**src/source/mem_sys_pkg.sv**
```systemverilog
package mem_sys_pkg;

   // Address split for 16-bit byte addresses
   localparam int TAG_W    = 5;
   localparam int INDEX_W  = 8;
   localparam int OFFSET_W = 3;

   // One word per bank in a line fill
   localparam int WORDS_PER_LINE = 4;

   // Overlays a full byte address, tag in the top bits
   typedef struct packed {
      logic [TAG_W-1:0]    tag;
      logic [INDEX_W-1:0]  index;
      logic [OFFSET_W-1:0] offset;   // Bits 2:1 pick the word, bit 0 must be zero
   } line_addr_t;

   // Controller to bank memory
   typedef struct packed {
      logic [15:0] addr;
      logic [15:0] data;
      logic        rd;
      logic        wr;
   } mem_req_t;

   // Read return, address comes back with the data
   typedef struct packed {
      logic [15:0] data;
      logic [15:0] addr;
      logic        valid;
   } mem_rsp_t;

endpackage

```
**src/source/cache_controller.sv**
```systemverilog
`timescale 1ns/1ns

module cache_controller (
   input  logic                    clk,
   input  logic                    rst,
   input  logic [15:0]             addr,
   input  logic [15:0]             data_in,
   input  logic                    rd,
   input  logic                    wr,
   output logic [15:0]             data_out,
   output logic                    done,
   output logic                    stall,
   output logic                    cache_hit,
   output logic                    err,
   output mem_sys_pkg::line_addr_t cache_addr,
   output logic                    cache_word_we,
   output logic [15:0]             cache_word_in,
   output logic                    cache_fill_we,
   output logic [1:0]              cache_fill_word,
   output logic [15:0]             cache_fill_data,
   output logic                    cache_fill_last,
   input  logic                    cache_line_hit,
   input  logic [15:0]             cache_data_out,
   output mem_sys_pkg::mem_req_t   mem_req,
   input  logic                    mem_stall,
   input  mem_sys_pkg::mem_rsp_t   mem_rsp
);

   import mem_sys_pkg::*;

   typedef enum logic [2:0] {
      IDLE,
      LOOKUP,
      MEM_WRITE,
      FILL_ISSUE,
      FILL_WAIT,
      FINISH
   } state_t;

   localparam logic [1:0] LAST_WORD = 2'(WORDS_PER_LINE - 1);

   state_t     state, state_nxt;
   mem_req_t   req_q;         // Captured request
   logic [1:0] issue_cnt;
   logic [1:0] rsp_cnt;
   logic       hit_q;
   logic       err_q;
   logic       req_err;
   logic       filling;
   line_addr_t fill_addr;

   assign req_err = (req_q.rd & req_q.wr) | req_q.addr[0];
   assign filling = (state == FILL_ISSUE) || (state == FILL_WAIT);

   always_ff @(posedge clk) begin
      if (state == IDLE && (rd || wr)) begin
         req_q.addr <= addr;
         req_q.data <= data_in;
         req_q.rd   <= rd;
         req_q.wr   <= wr;
      end
   end

   always_ff @(posedge clk) begin
      if (rst) begin
         state     <= IDLE;
         issue_cnt <= '0;
         rsp_cnt   <= '0;
         hit_q     <= 1'b0;
         err_q     <= 1'b0;
      end else begin
         state <= state_nxt;
         if (state == LOOKUP) begin
            hit_q     <= cache_line_hit & ~req_err;
            err_q     <= req_err;
            issue_cnt <= '0;
            rsp_cnt   <= '0;
         end
         if (state == FILL_ISSUE && !mem_stall) begin
            issue_cnt <= issue_cnt + 1'b1;
         end
         if (filling && mem_rsp.valid) begin
            rsp_cnt <= rsp_cnt + 1'b1;
         end
      end
   end

   always_comb begin
      state_nxt = state;
      case (state)
         IDLE:       if (rd || wr) state_nxt = LOOKUP;
         LOOKUP: begin
            if (req_err) begin
               state_nxt = FINISH;
            end else if (req_q.wr) begin
               state_nxt = MEM_WRITE;   // Memory always takes the write
            end else if (cache_line_hit) begin
               state_nxt = FINISH;
            end else begin
               state_nxt = FILL_ISSUE;
            end
         end
         MEM_WRITE:  if (!mem_stall) state_nxt = hit_q ? FINISH : FILL_ISSUE;
         FILL_ISSUE: if (!mem_stall && issue_cnt == LAST_WORD) state_nxt = FILL_WAIT;
         FILL_WAIT:  if (mem_rsp.valid && rsp_cnt == LAST_WORD) state_nxt = FINISH;
         FINISH:     state_nxt = IDLE;
         default:    state_nxt = IDLE;
      endcase
   end

   // Fill walks the line one bank at a time
   always_comb begin
      fill_addr        = req_q.addr;
      fill_addr.offset = {issue_cnt, 1'b0};
   end

   always_comb begin
      mem_req = '0;
      if (state == MEM_WRITE) begin
         mem_req.addr = req_q.addr;
         mem_req.data = req_q.data;
         mem_req.wr   = 1'b1;
      end else if (state == FILL_ISSUE) begin
         mem_req.addr = fill_addr;
         mem_req.rd   = 1'b1;
      end
   end

   assign cache_addr      = req_q.addr;
   assign cache_word_we   = (state == LOOKUP) && req_q.wr && !req_err;
   assign cache_word_in   = req_q.data;
   assign cache_fill_we   = filling && mem_rsp.valid;
   assign cache_fill_word = mem_rsp.addr[2:1];   // Returns land by their own address
   assign cache_fill_data = mem_rsp.data;
   assign cache_fill_last = (rsp_cnt == LAST_WORD);

   assign done      = (state == FINISH);
   assign stall     = (state != IDLE);
   assign data_out  = cache_data_out;
   assign cache_hit = done & hit_q;
   assign err       = done & err_q;

endmodule

```
**config.mk**
```make
export PLATFORM = sky130hd
export DESIGN_NAME = cache_controller
export DESIGN_NICKNAME = d
export VERILOG_FILES = /design/src/source/mem_sys_pkg.sv /design/src/source/cache_controller.sv
export SDC_FILE = /design/constraint.sdc
export NUM_CORES = 1
export LEC_CHECK = 0
export BUFFER_PORTS_ARGS = -buffer_cell sky130_fd_sc_hd__buf_2
export CAP_MARGIN = 25
export CORE_ASPECT_RATIO = 0.6
export CORE_UTILIZATION = 42
export DETAILED_ROUTE_END_ITERATION = 6
export GPL_TIMING_DRIVEN = 0
export PLACE_DENSITY = 0.87
export SLEW_MARGIN = 20
export SYNTH_ARGS = -nofsm -noshare
export SYNTH_HDL_FRONTEND = slang
export SYNTH_SLANG_ARGS = --single-unit
```
**constraint.sdc**
```tcl
create_clock -name clk -period 4.07 [get_ports clk]
set_input_delay 0.407 -clock clk [delete_from_list [all_inputs] [get_ports clk]]
set_output_delay 0.407 -clock clk [all_outputs]
set_load 0.03 [all_outputs]
```
== Word-level counts from Yosys, hierarchy flattened ==
Cells that the tools add are included.

* Logic and storage cells: 62
* Output and inout port bits: 107
* Register bits: 43
* Input bits: 87

* Eq/ne operators: 11
* Reduce and logical (&&, ||, !) cells: 16
* Add/subtract/negate cells: 2
* Bitwise logic cells: 6
* Multiplexer cells: 18

{| class="wikitable"
|+ Operators by type and width
! operator !! count
|-
| 16-bit two-way mux || 3
|-
| 3-bit two-way mux || 8
|-
| 3-bit case mux with 5 select lines || 1
|-
| 1-bit logical AND || 7
|-
| 3-bit by 2-bit equality test with 1-bit output, second input constant || 2
|-
| 3-bit equality test, second input constant || 2
|-
| 2-bit two-way mux || 3
|-
| 2-bit by 1-bit != test with 1-bit output, second input constant || 3
|-
| 2-bit by 1-bit adder with 2-bit output, second input constant || 2
|-
| 1-bit AND || 4
|-
| 2-bit equality test, second input constant || 2
|-
| 4-bit AND reduction || 1
|-
| 2-bit nonzero test || 2
|-
| 3-bit by 1-bit equality test with 1-bit output, second input constant || 1
|-
| 3-bit logical NOT || 1
|-
| 1-bit two-way mux || 3
|-
| 3-bit nonzero test || 1
|-
| 1-bit logical NOT || 2
|-
| 1-bit logical OR || 2
|-
| 2-bit != test, second input constant || 1
|-
| 1-bit NOT || 1
|-
| 1-bit bitwise OR || 1
|}

== Longest topological paths before layout ==
Gate-level depths: netlist of run 1.

* Depth after elaboration: 4
* Gate-level depth with buffers: 5
* Mapped depth without buffers: 5

== Worst setup path after synthesis of run 1 ==
Ideal clock, no wire load.

* Path type: register -> register
* Start: register state[2]
* End: register req_q (netlist bit cache_addr[0]), enable pin
* Clock period less this slack: 2.860 ns
* Data arrival time: 2.434 ns
* Required time: 3.644 ns
* Buffers on the path: 1
* Slack: 1.210 ns
* Cell stages (with the launch flop): 4
* Setup time: 0.426 ns
* Cell sequence: dfxtp_1 clkbuf_2 or3_1 nor2_1

* Longest elaborated chain between the ends: 2

{| class="wikitable"
|+ RTL lines
! item !! line !! source
|-
| start, declared || cache_controller.sv:42 || <nowiki>state_t state, state_nxt;</nowiki>
|-
| start signal, assigned || cache_controller.sv:72 || <nowiki>state <= state_nxt;</nowiki>
|-
| 3-bit logical NOT || cache_controller.sv:56 || <nowiki>if (state == IDLE && (rd || wr)) begin</nowiki>
|-
| 1-bit logical AND || cache_controller.sv:56 ||
|-
| end, declared || cache_controller.sv:43 || <nowiki>mem_req_t req_q;</nowiki>
|}

No other way between the ends.
A chain may end at the register's enable or synchronous reset.

==> results.py, run 1 <==
metrics = {
    "synth": {
        "syn-cell-area_mm2": 0.00232,
        "synth_cell_types": 34,
        "yosys.area.top_type": "edfxtp_1",
        "ys_seq_elements": 43,
        "yosys_warnings": 0,
        "async_flop_share": 0,
        "synth_ff_type": "edfxtp_1",
        "syn_inst": 210,
        "synthTopCellsByArea": "edfxtp_1 (44%), buf_4 (21%), and2_1 (8.9%), dfxtp_1 (7.8%), nor2_1 (1.8%)",
        "synth_top_area_frac": 0.441,
        "synth-seq-area-share": 0.518,
        "avgSynthCellArea_um2": 11.0,
        "synth_edf_count": 34,
        "synth_nets": 299,
    },
    "floorplanning": {
        "initial_core_util": 0.447,
        "io_pins": 194,
        "dieArea_mm2": 0.00583,
        "row_count": 20,
        "core_mm2": 0.00518,
        "die_x_um": 97.9,
        "die_height_um": 59.5,
    },
    "routing": {
        "routedWlPerCell_um": 12.6,
        "via_per_inst": 4.46,
        "dr.first_iter.drc_count": 82,
        "top_layer_used": "met3",
        "route.vias.total": 1913,
        "wirelength_um": 5420,
        "drcViolationCount": 12,
        "wl_met2_um": 2680,
        "drt_first_pass_iters": 6,
        "wl_met1_um": 2320,
        "route.met3.wl_um": 424,
        "ant_nets": 0,
    },
    "clock_tree": {
        "post_cts_resized": 0,
        "cts_max_path_buffers": 2,
        "clkSinkCount": 43,
        "post_cts_buffers": 0,
        "root_buffer": "clkbuf_8",
        "cts.clk_slew.worst_paths_ns": 0.08,
        "cts_max_level": 2,
        "cts_tree": "yes",
        "clock_latency_ns": 0.28,
        "hold_buffers": 0,
        "cts_made_buffers": 5,
    },
    "placed_design": {
        "placed_cells": 421,
        "dpl_cell_area_mm2": 0.00316,
        "gp_congestion": 0.781,
        "dpl.hpwl_um": 4320,
        "io_buffer_count": 144,
    },
    "global_route": {
        "antenna_found_initial": 0,
        "grt_pass1_wl_um": 7720,
        "track_usage": 0.171,
        "grt_pass1_vias": 1625,
        "grt_overflow": 0,
        "grt_max_degree": 20,
    },
    "worst_setup_path": {
        "r2r-start": "state[2]",
        "arrival_ns": 2.15,
        "start_kind": "flop",
        "cp-end-kind": "output pin",
        "criticalPathCategory": "flop to output pin",
        "cp_max_fo": 10,
        "required_ns": 3.66,
        "reg2reg_depth": 4,
        "timing.rr.end": "cache_word_in[7]",
        "r2r_slack_ns": 2.19,
    },
    "layout": {
        "final_cells": 429,
        "final_area_mm2": 0.00324,
        "nFillCells": 431,
        "nets": 451,
        "n_antenna_cell": 0,
        "drive_gt1_frac": 0.614,
        "syn_to_final_growth_pct": 39.6,
    },
    "timing": {
        "worst_pin_slew_ns": 0.524,
        "rsz0062_at_grt": "no",
        "max_freq_mhz": 392,
        "setup_tns_ns": 0,
        "slew_headroom": 0.650,
        "finalSetupViolations": 0,
        "hold_viol": 0,
        "fin_hold_ws_ns": 0.295,
        "period_share": 0.628,
        "min_period_ns": 2.55,
        "final-max-slew-violation-count": 0,
        "finalClockSkew_ns": 0.00609,
    },
    "hold_path": {
        "hold_depth": 1,
        "hold_path.class": "input pin to flop",
        "min_to": "cache_addr[13]",
        "worstHoldStart": "addr[13]",
    },
    "flow_run": {
        "cap_violations": 0,
    },
    "power": {
        "powerDensity_mw_per_mm2": 662,
        "fin_total_pwr_uw": 2140,
        "p_leak_uw": 0.00167,
        "peakVddDrop_mv": 0.375,
    },
    "status": {
        "failed_checks": "design-rule violations",
        "status": "finished, violations left",
    },
}
==> how the worst max path moves through the flow <==
stage / from / endpoint / slack, ns / cells past startpoint
finish: state[1] / mem_req[32] / 1.52 / 5
global route: state[1] / mem_req[32] / 1.33 / 5
CTS: state[1] / mem_req[32] / 1.50 / 5
detailed placement: state[1] / mem_req[32] / 1.83 / 5
global placement: state[2] / cache_addr[10] / 0.65 / 3
floorplan: state[2] / cache_addr[0] / 1.21 / 3
==> cell usage after synthesis, types with 2 or more instances <==
master	number
buf_4	66
edfxtp_1	34
and2_1	33
nor2_1	11
dfxtp_1	9
nand2_1	4
o21ai_0	4
a21oi_1	3
a22oi_1	3
clkbuf_1	3
nand2b_1	3
nor2b_1	3
or3_1	3
a211oi_1	2
and3b_1	2
clkbuf_2	2
ha_1	2
inv_1	2
mux2_2	2
mux2i_1	2
nand3_1	2
nor3_1	2
nor4b_1	2
==> critical path, stage by stage, from the launching register on <==
cell,delay (ns)
dfxtp_1,0.40
clkbuf_1,0.35
nor2b_1,0.38
clkbuf_1,0.34
and2_1,0.19
buf_2,0.20
==> registers in the layout, summed over array words and instances, names as in the netlist <==
signal / cells
err_q: 1
cache_addr: 16
state: 3
issue_cnt: 2
cache_word_in: 16
req_q: 2
rsp_cnt: 2
hit_q: 1
==> power breakdown <==
group | total (uW) | switching (uW) | internal, uW
clock | 255 | 133 | 122
combinational | 1130 | 708 | 424
sequential | 754 | 85.4 | 668
==> per-stage QoR <==
step                setup WS, ns   util
floorplan                   1.21      -
global placement           0.649  0.602
detailed placement          1.83  0.609
CTS                         1.50  0.625
global route                1.33  0.625
finish                      1.52  0.625
==> cell type report <==
type / count / area, um2 / share of cell area
plain buffers: 73 / 526 / 0.162
clock buffers: 8 / 80.1 / 0.0247
inverters: 2 / 7.51 / 0.00232
multi-input cells: 92 / 591 / 0.183
flip-flops and latches: 43 / 1200 / 0.371
well taps: 66 / 82.6 / 0.0255
repair buffers: 145 / 748 / 0.231
==> layout by cell type, fill, tap and decap left out, types with 3 or more instances in the layout <==
| cell | Yosys | final |
|---|---|---|
| buf_2 | 1 | 145 |
| buf_4 | 66 | 66 |
| edfxtp_1 | 34 | 34 |
| and2_1 | 33 | 33 |
| nor2_1 | 11 | 10 |
| dfxtp_1 | 9 | 9 |
| clkbuf_1 | 3 | 6 |
| clkbuf_8 | 0 | 5 |
| nand2_1 | 4 | 4 |
| o21ai_0 | 4 | 4 |
| nand2b_1 | 3 | 3 |
| nor2b_1 | 3 | 3 |
| or3_1 | 3 | 3 |
| a21oi_1 | 3 | 3 |
| a22oi_1 | 3 | 3 |
==> metal layers <==
layer,track usage,vias to the layer above
met4,0.0260,0
met5,0,-
met2,0.289,87
met1,0.227,880
li1,-,946
met3,0.0472,0
==> logic make-up after synthesis <==
kind of cell,after synthesis,share of synthesized area
simple gates,68,0.172
fa+ha+maj,2,0.0108
buf+inv,75,0.230
flops,43,0.518
mux,4,0.0184
compound gates,18,0.0502
Note: power is estimated with default switching activity, not from simulation.
==> run 2: changes to the inputs <==
Settings changed: CORE_UTILIZATION 42 to 39, PLACE_DENSITY 0.87 to 0.81.
Clock period 4.07 ns to 2.6 ns, I/O delays scaled along.
==> results.py, run 2 (synthesized netlist as in run 1, its figures left out) <==
metrics = {
    "status": {
        "status": "finished clean",
    },
    "layout": {
        "syn_to_final_growth_pct": 40.4,
        "final_cell_mix": "buf_2 (145), buf_4 (66), edfxtp_1 (34), and2_1 (33), nor2_1 (10)",
        "final_common_cell": "buf_2",
        "drive_gt1_frac": 0.617,
        "final_area_mm2": 0.00325,
        "n_antenna_cell": 0,
        "nets": 451,
    },
    "clock_tree": {
        "cts_tree": "yes",
        "cts.clk_slew.worst_paths_ns": 0.08,
        "hold_buffers": 0,
        "cts_max_level": 2,
        "post_cts_buffers": 0,
        "clock_latency_ns": 0.29,
        "cts_made_buffers": 5,
        "root_buffer": "clkbuf_8",
        "post_cts_resized": 0,
        "clkSinkCount": 43,
        "cts_max_path_buffers": 2,
    },
    "global_route": {
        "grt_pass1_wl_um": 7350,
        "antenna_found_initial": 0,
        "track_usage": 0.158,
        "grt_overflow": 0,
        "grt_util_met3": 0.0626,
        "busiest_layer": "met2",
        "grt_pass1_vias": 1579,
        "use_met2": 0.260,
        "grt_max_degree": 24,
        "use_met1": 0.200,
    },
    "worst_setup_path": {
        "required_ns": 2.34,
        "arrival_ns": 2.11,
        "cp-end-kind": "output pin",
        "start_kind": "flop",
        "cp_max_fo": 10,
        "criticalPathCategory": "flop to output pin",
        "r2r_slack_ns": 0.74,
    },
    "timing": {
        "min_period_ns": 2.37,
        "rsz0062_at_grt": "no",
        "fin_ws_ns": 0.228,
        "period_share": 0.912,
        "hold_viol": 0,
        "max_freq_mhz": 422,
        "finalSetupViolations": 0,
        "worst_pin_slew_ns": 0.566,
        "final-max-slew-violation-count": 0,
        "slew_headroom": 0.622,
        "fin_hold_ws_ns": 0.142,
        "finalClockSkew_ns": 0.00815,
    },
    "power": {
        "peakVddDrop_mv": 0.535,
        "powerDensity_mw_per_mm2": 1030,
        "p_leak_uw": 0.00167,
    },
    "placed_design": {
        "dpl_cell_area_mm2": 0.00317,
        "io_buffer_count": 144,
        "dpl.hpwl_um": 4230,
        "gp_congestion": 0.762,
        "place_ws_ns": 0.540,
    },
    "floorplanning": {
        "dieArea_mm2": 0.00626,
        "initial_core_util": 0.410,
        "die_x_um": 102,
        "die_height_um": 61.7,
        "io_pins": 194,
        "row_count": 21,
        "core_mm2": 0.00565,
    },
    "routing": {
        "routedWlPerCell_um": 11.9,
        "wirelength_um": 5250,
        "ant_nets": 0,
        "drt_first_pass_iters": 4,
        "dr.first_iter.drc_count": 60,
        "via_per_inst": 4.33,
        "route.vias.total": 1916,
        "drcViolationCount": 0,
    },
    "flow_run": {
        "cap_violations": 0,
    },
    "hold_path": {
        "hold_path.class": "input pin to flop",
    },
}
## run 2: cell types whose count changed in the layout (fill, tap and decap cells not counted)
cell / previous run / this run
clkbuf_1: 6 / 5
clkinv_2: 0 / 1
## run 2: critical path, cell delays in order (launching register included)
cell	delay (ns)
dfxtp_1	0.40
clkbuf_1	0.33
nor2b_1	0.35
clkbuf_1	0.35
and2_1	0.19
buf_2	0.20
## run 2: layer usage
metal	vias to the layer above	wire, um
met5	-	0
met4	0	10
met3	2	531
met2	104	2480
met1	866	2230
li1	944	-
## run 2: power by group
group	total (uW)	switching [uW]	internal [uW]
Combinational	1770	1110	663
Clock	406	217	189
Sequential	1180	132	1050
Total	3360	1460	1900
## run 2: path summary, 6_finish.rpt
| check | start | to | depth (start not counted) |
|---|---|---|---|
| setup / recovery | state[1] | mem_req[26] | 5 |
| hold / removal | addr[0] | cache_addr[0] | 1 |
| setup reg to reg | state[2] | cache_addr[12] | 4 |
| hold reg to reg | err_q | err_q | 2 |
## run 2: cell type report
class                           instances  area [um2]
Inverter                                2        7.51
Multi-Input combinational cell         92         591
Clock inverter                          1        5.00
Buffer                                 73         526
Clock buffer                            7        76.3
Fill cell                             511        2390
Sequential cell                        43        1200
Tap cell                               80         100
Timing Repair Buffer                  145         748
## run 2: per-stage QoR
step / instances / utilization / power, uW / TNS [ns]
floorplan: 210 / - / 2450 / 0
global placement: 434 / 0.556 / 2880 / -0.0239
detailed placement: 435 / 0.562 / 2970 / 0
CTS: 443 / 0.576 / 3380 / 0
global route: 443 / 0.576 / 3560 / 0
finish: 443 / 0.576 / 3360 / 0
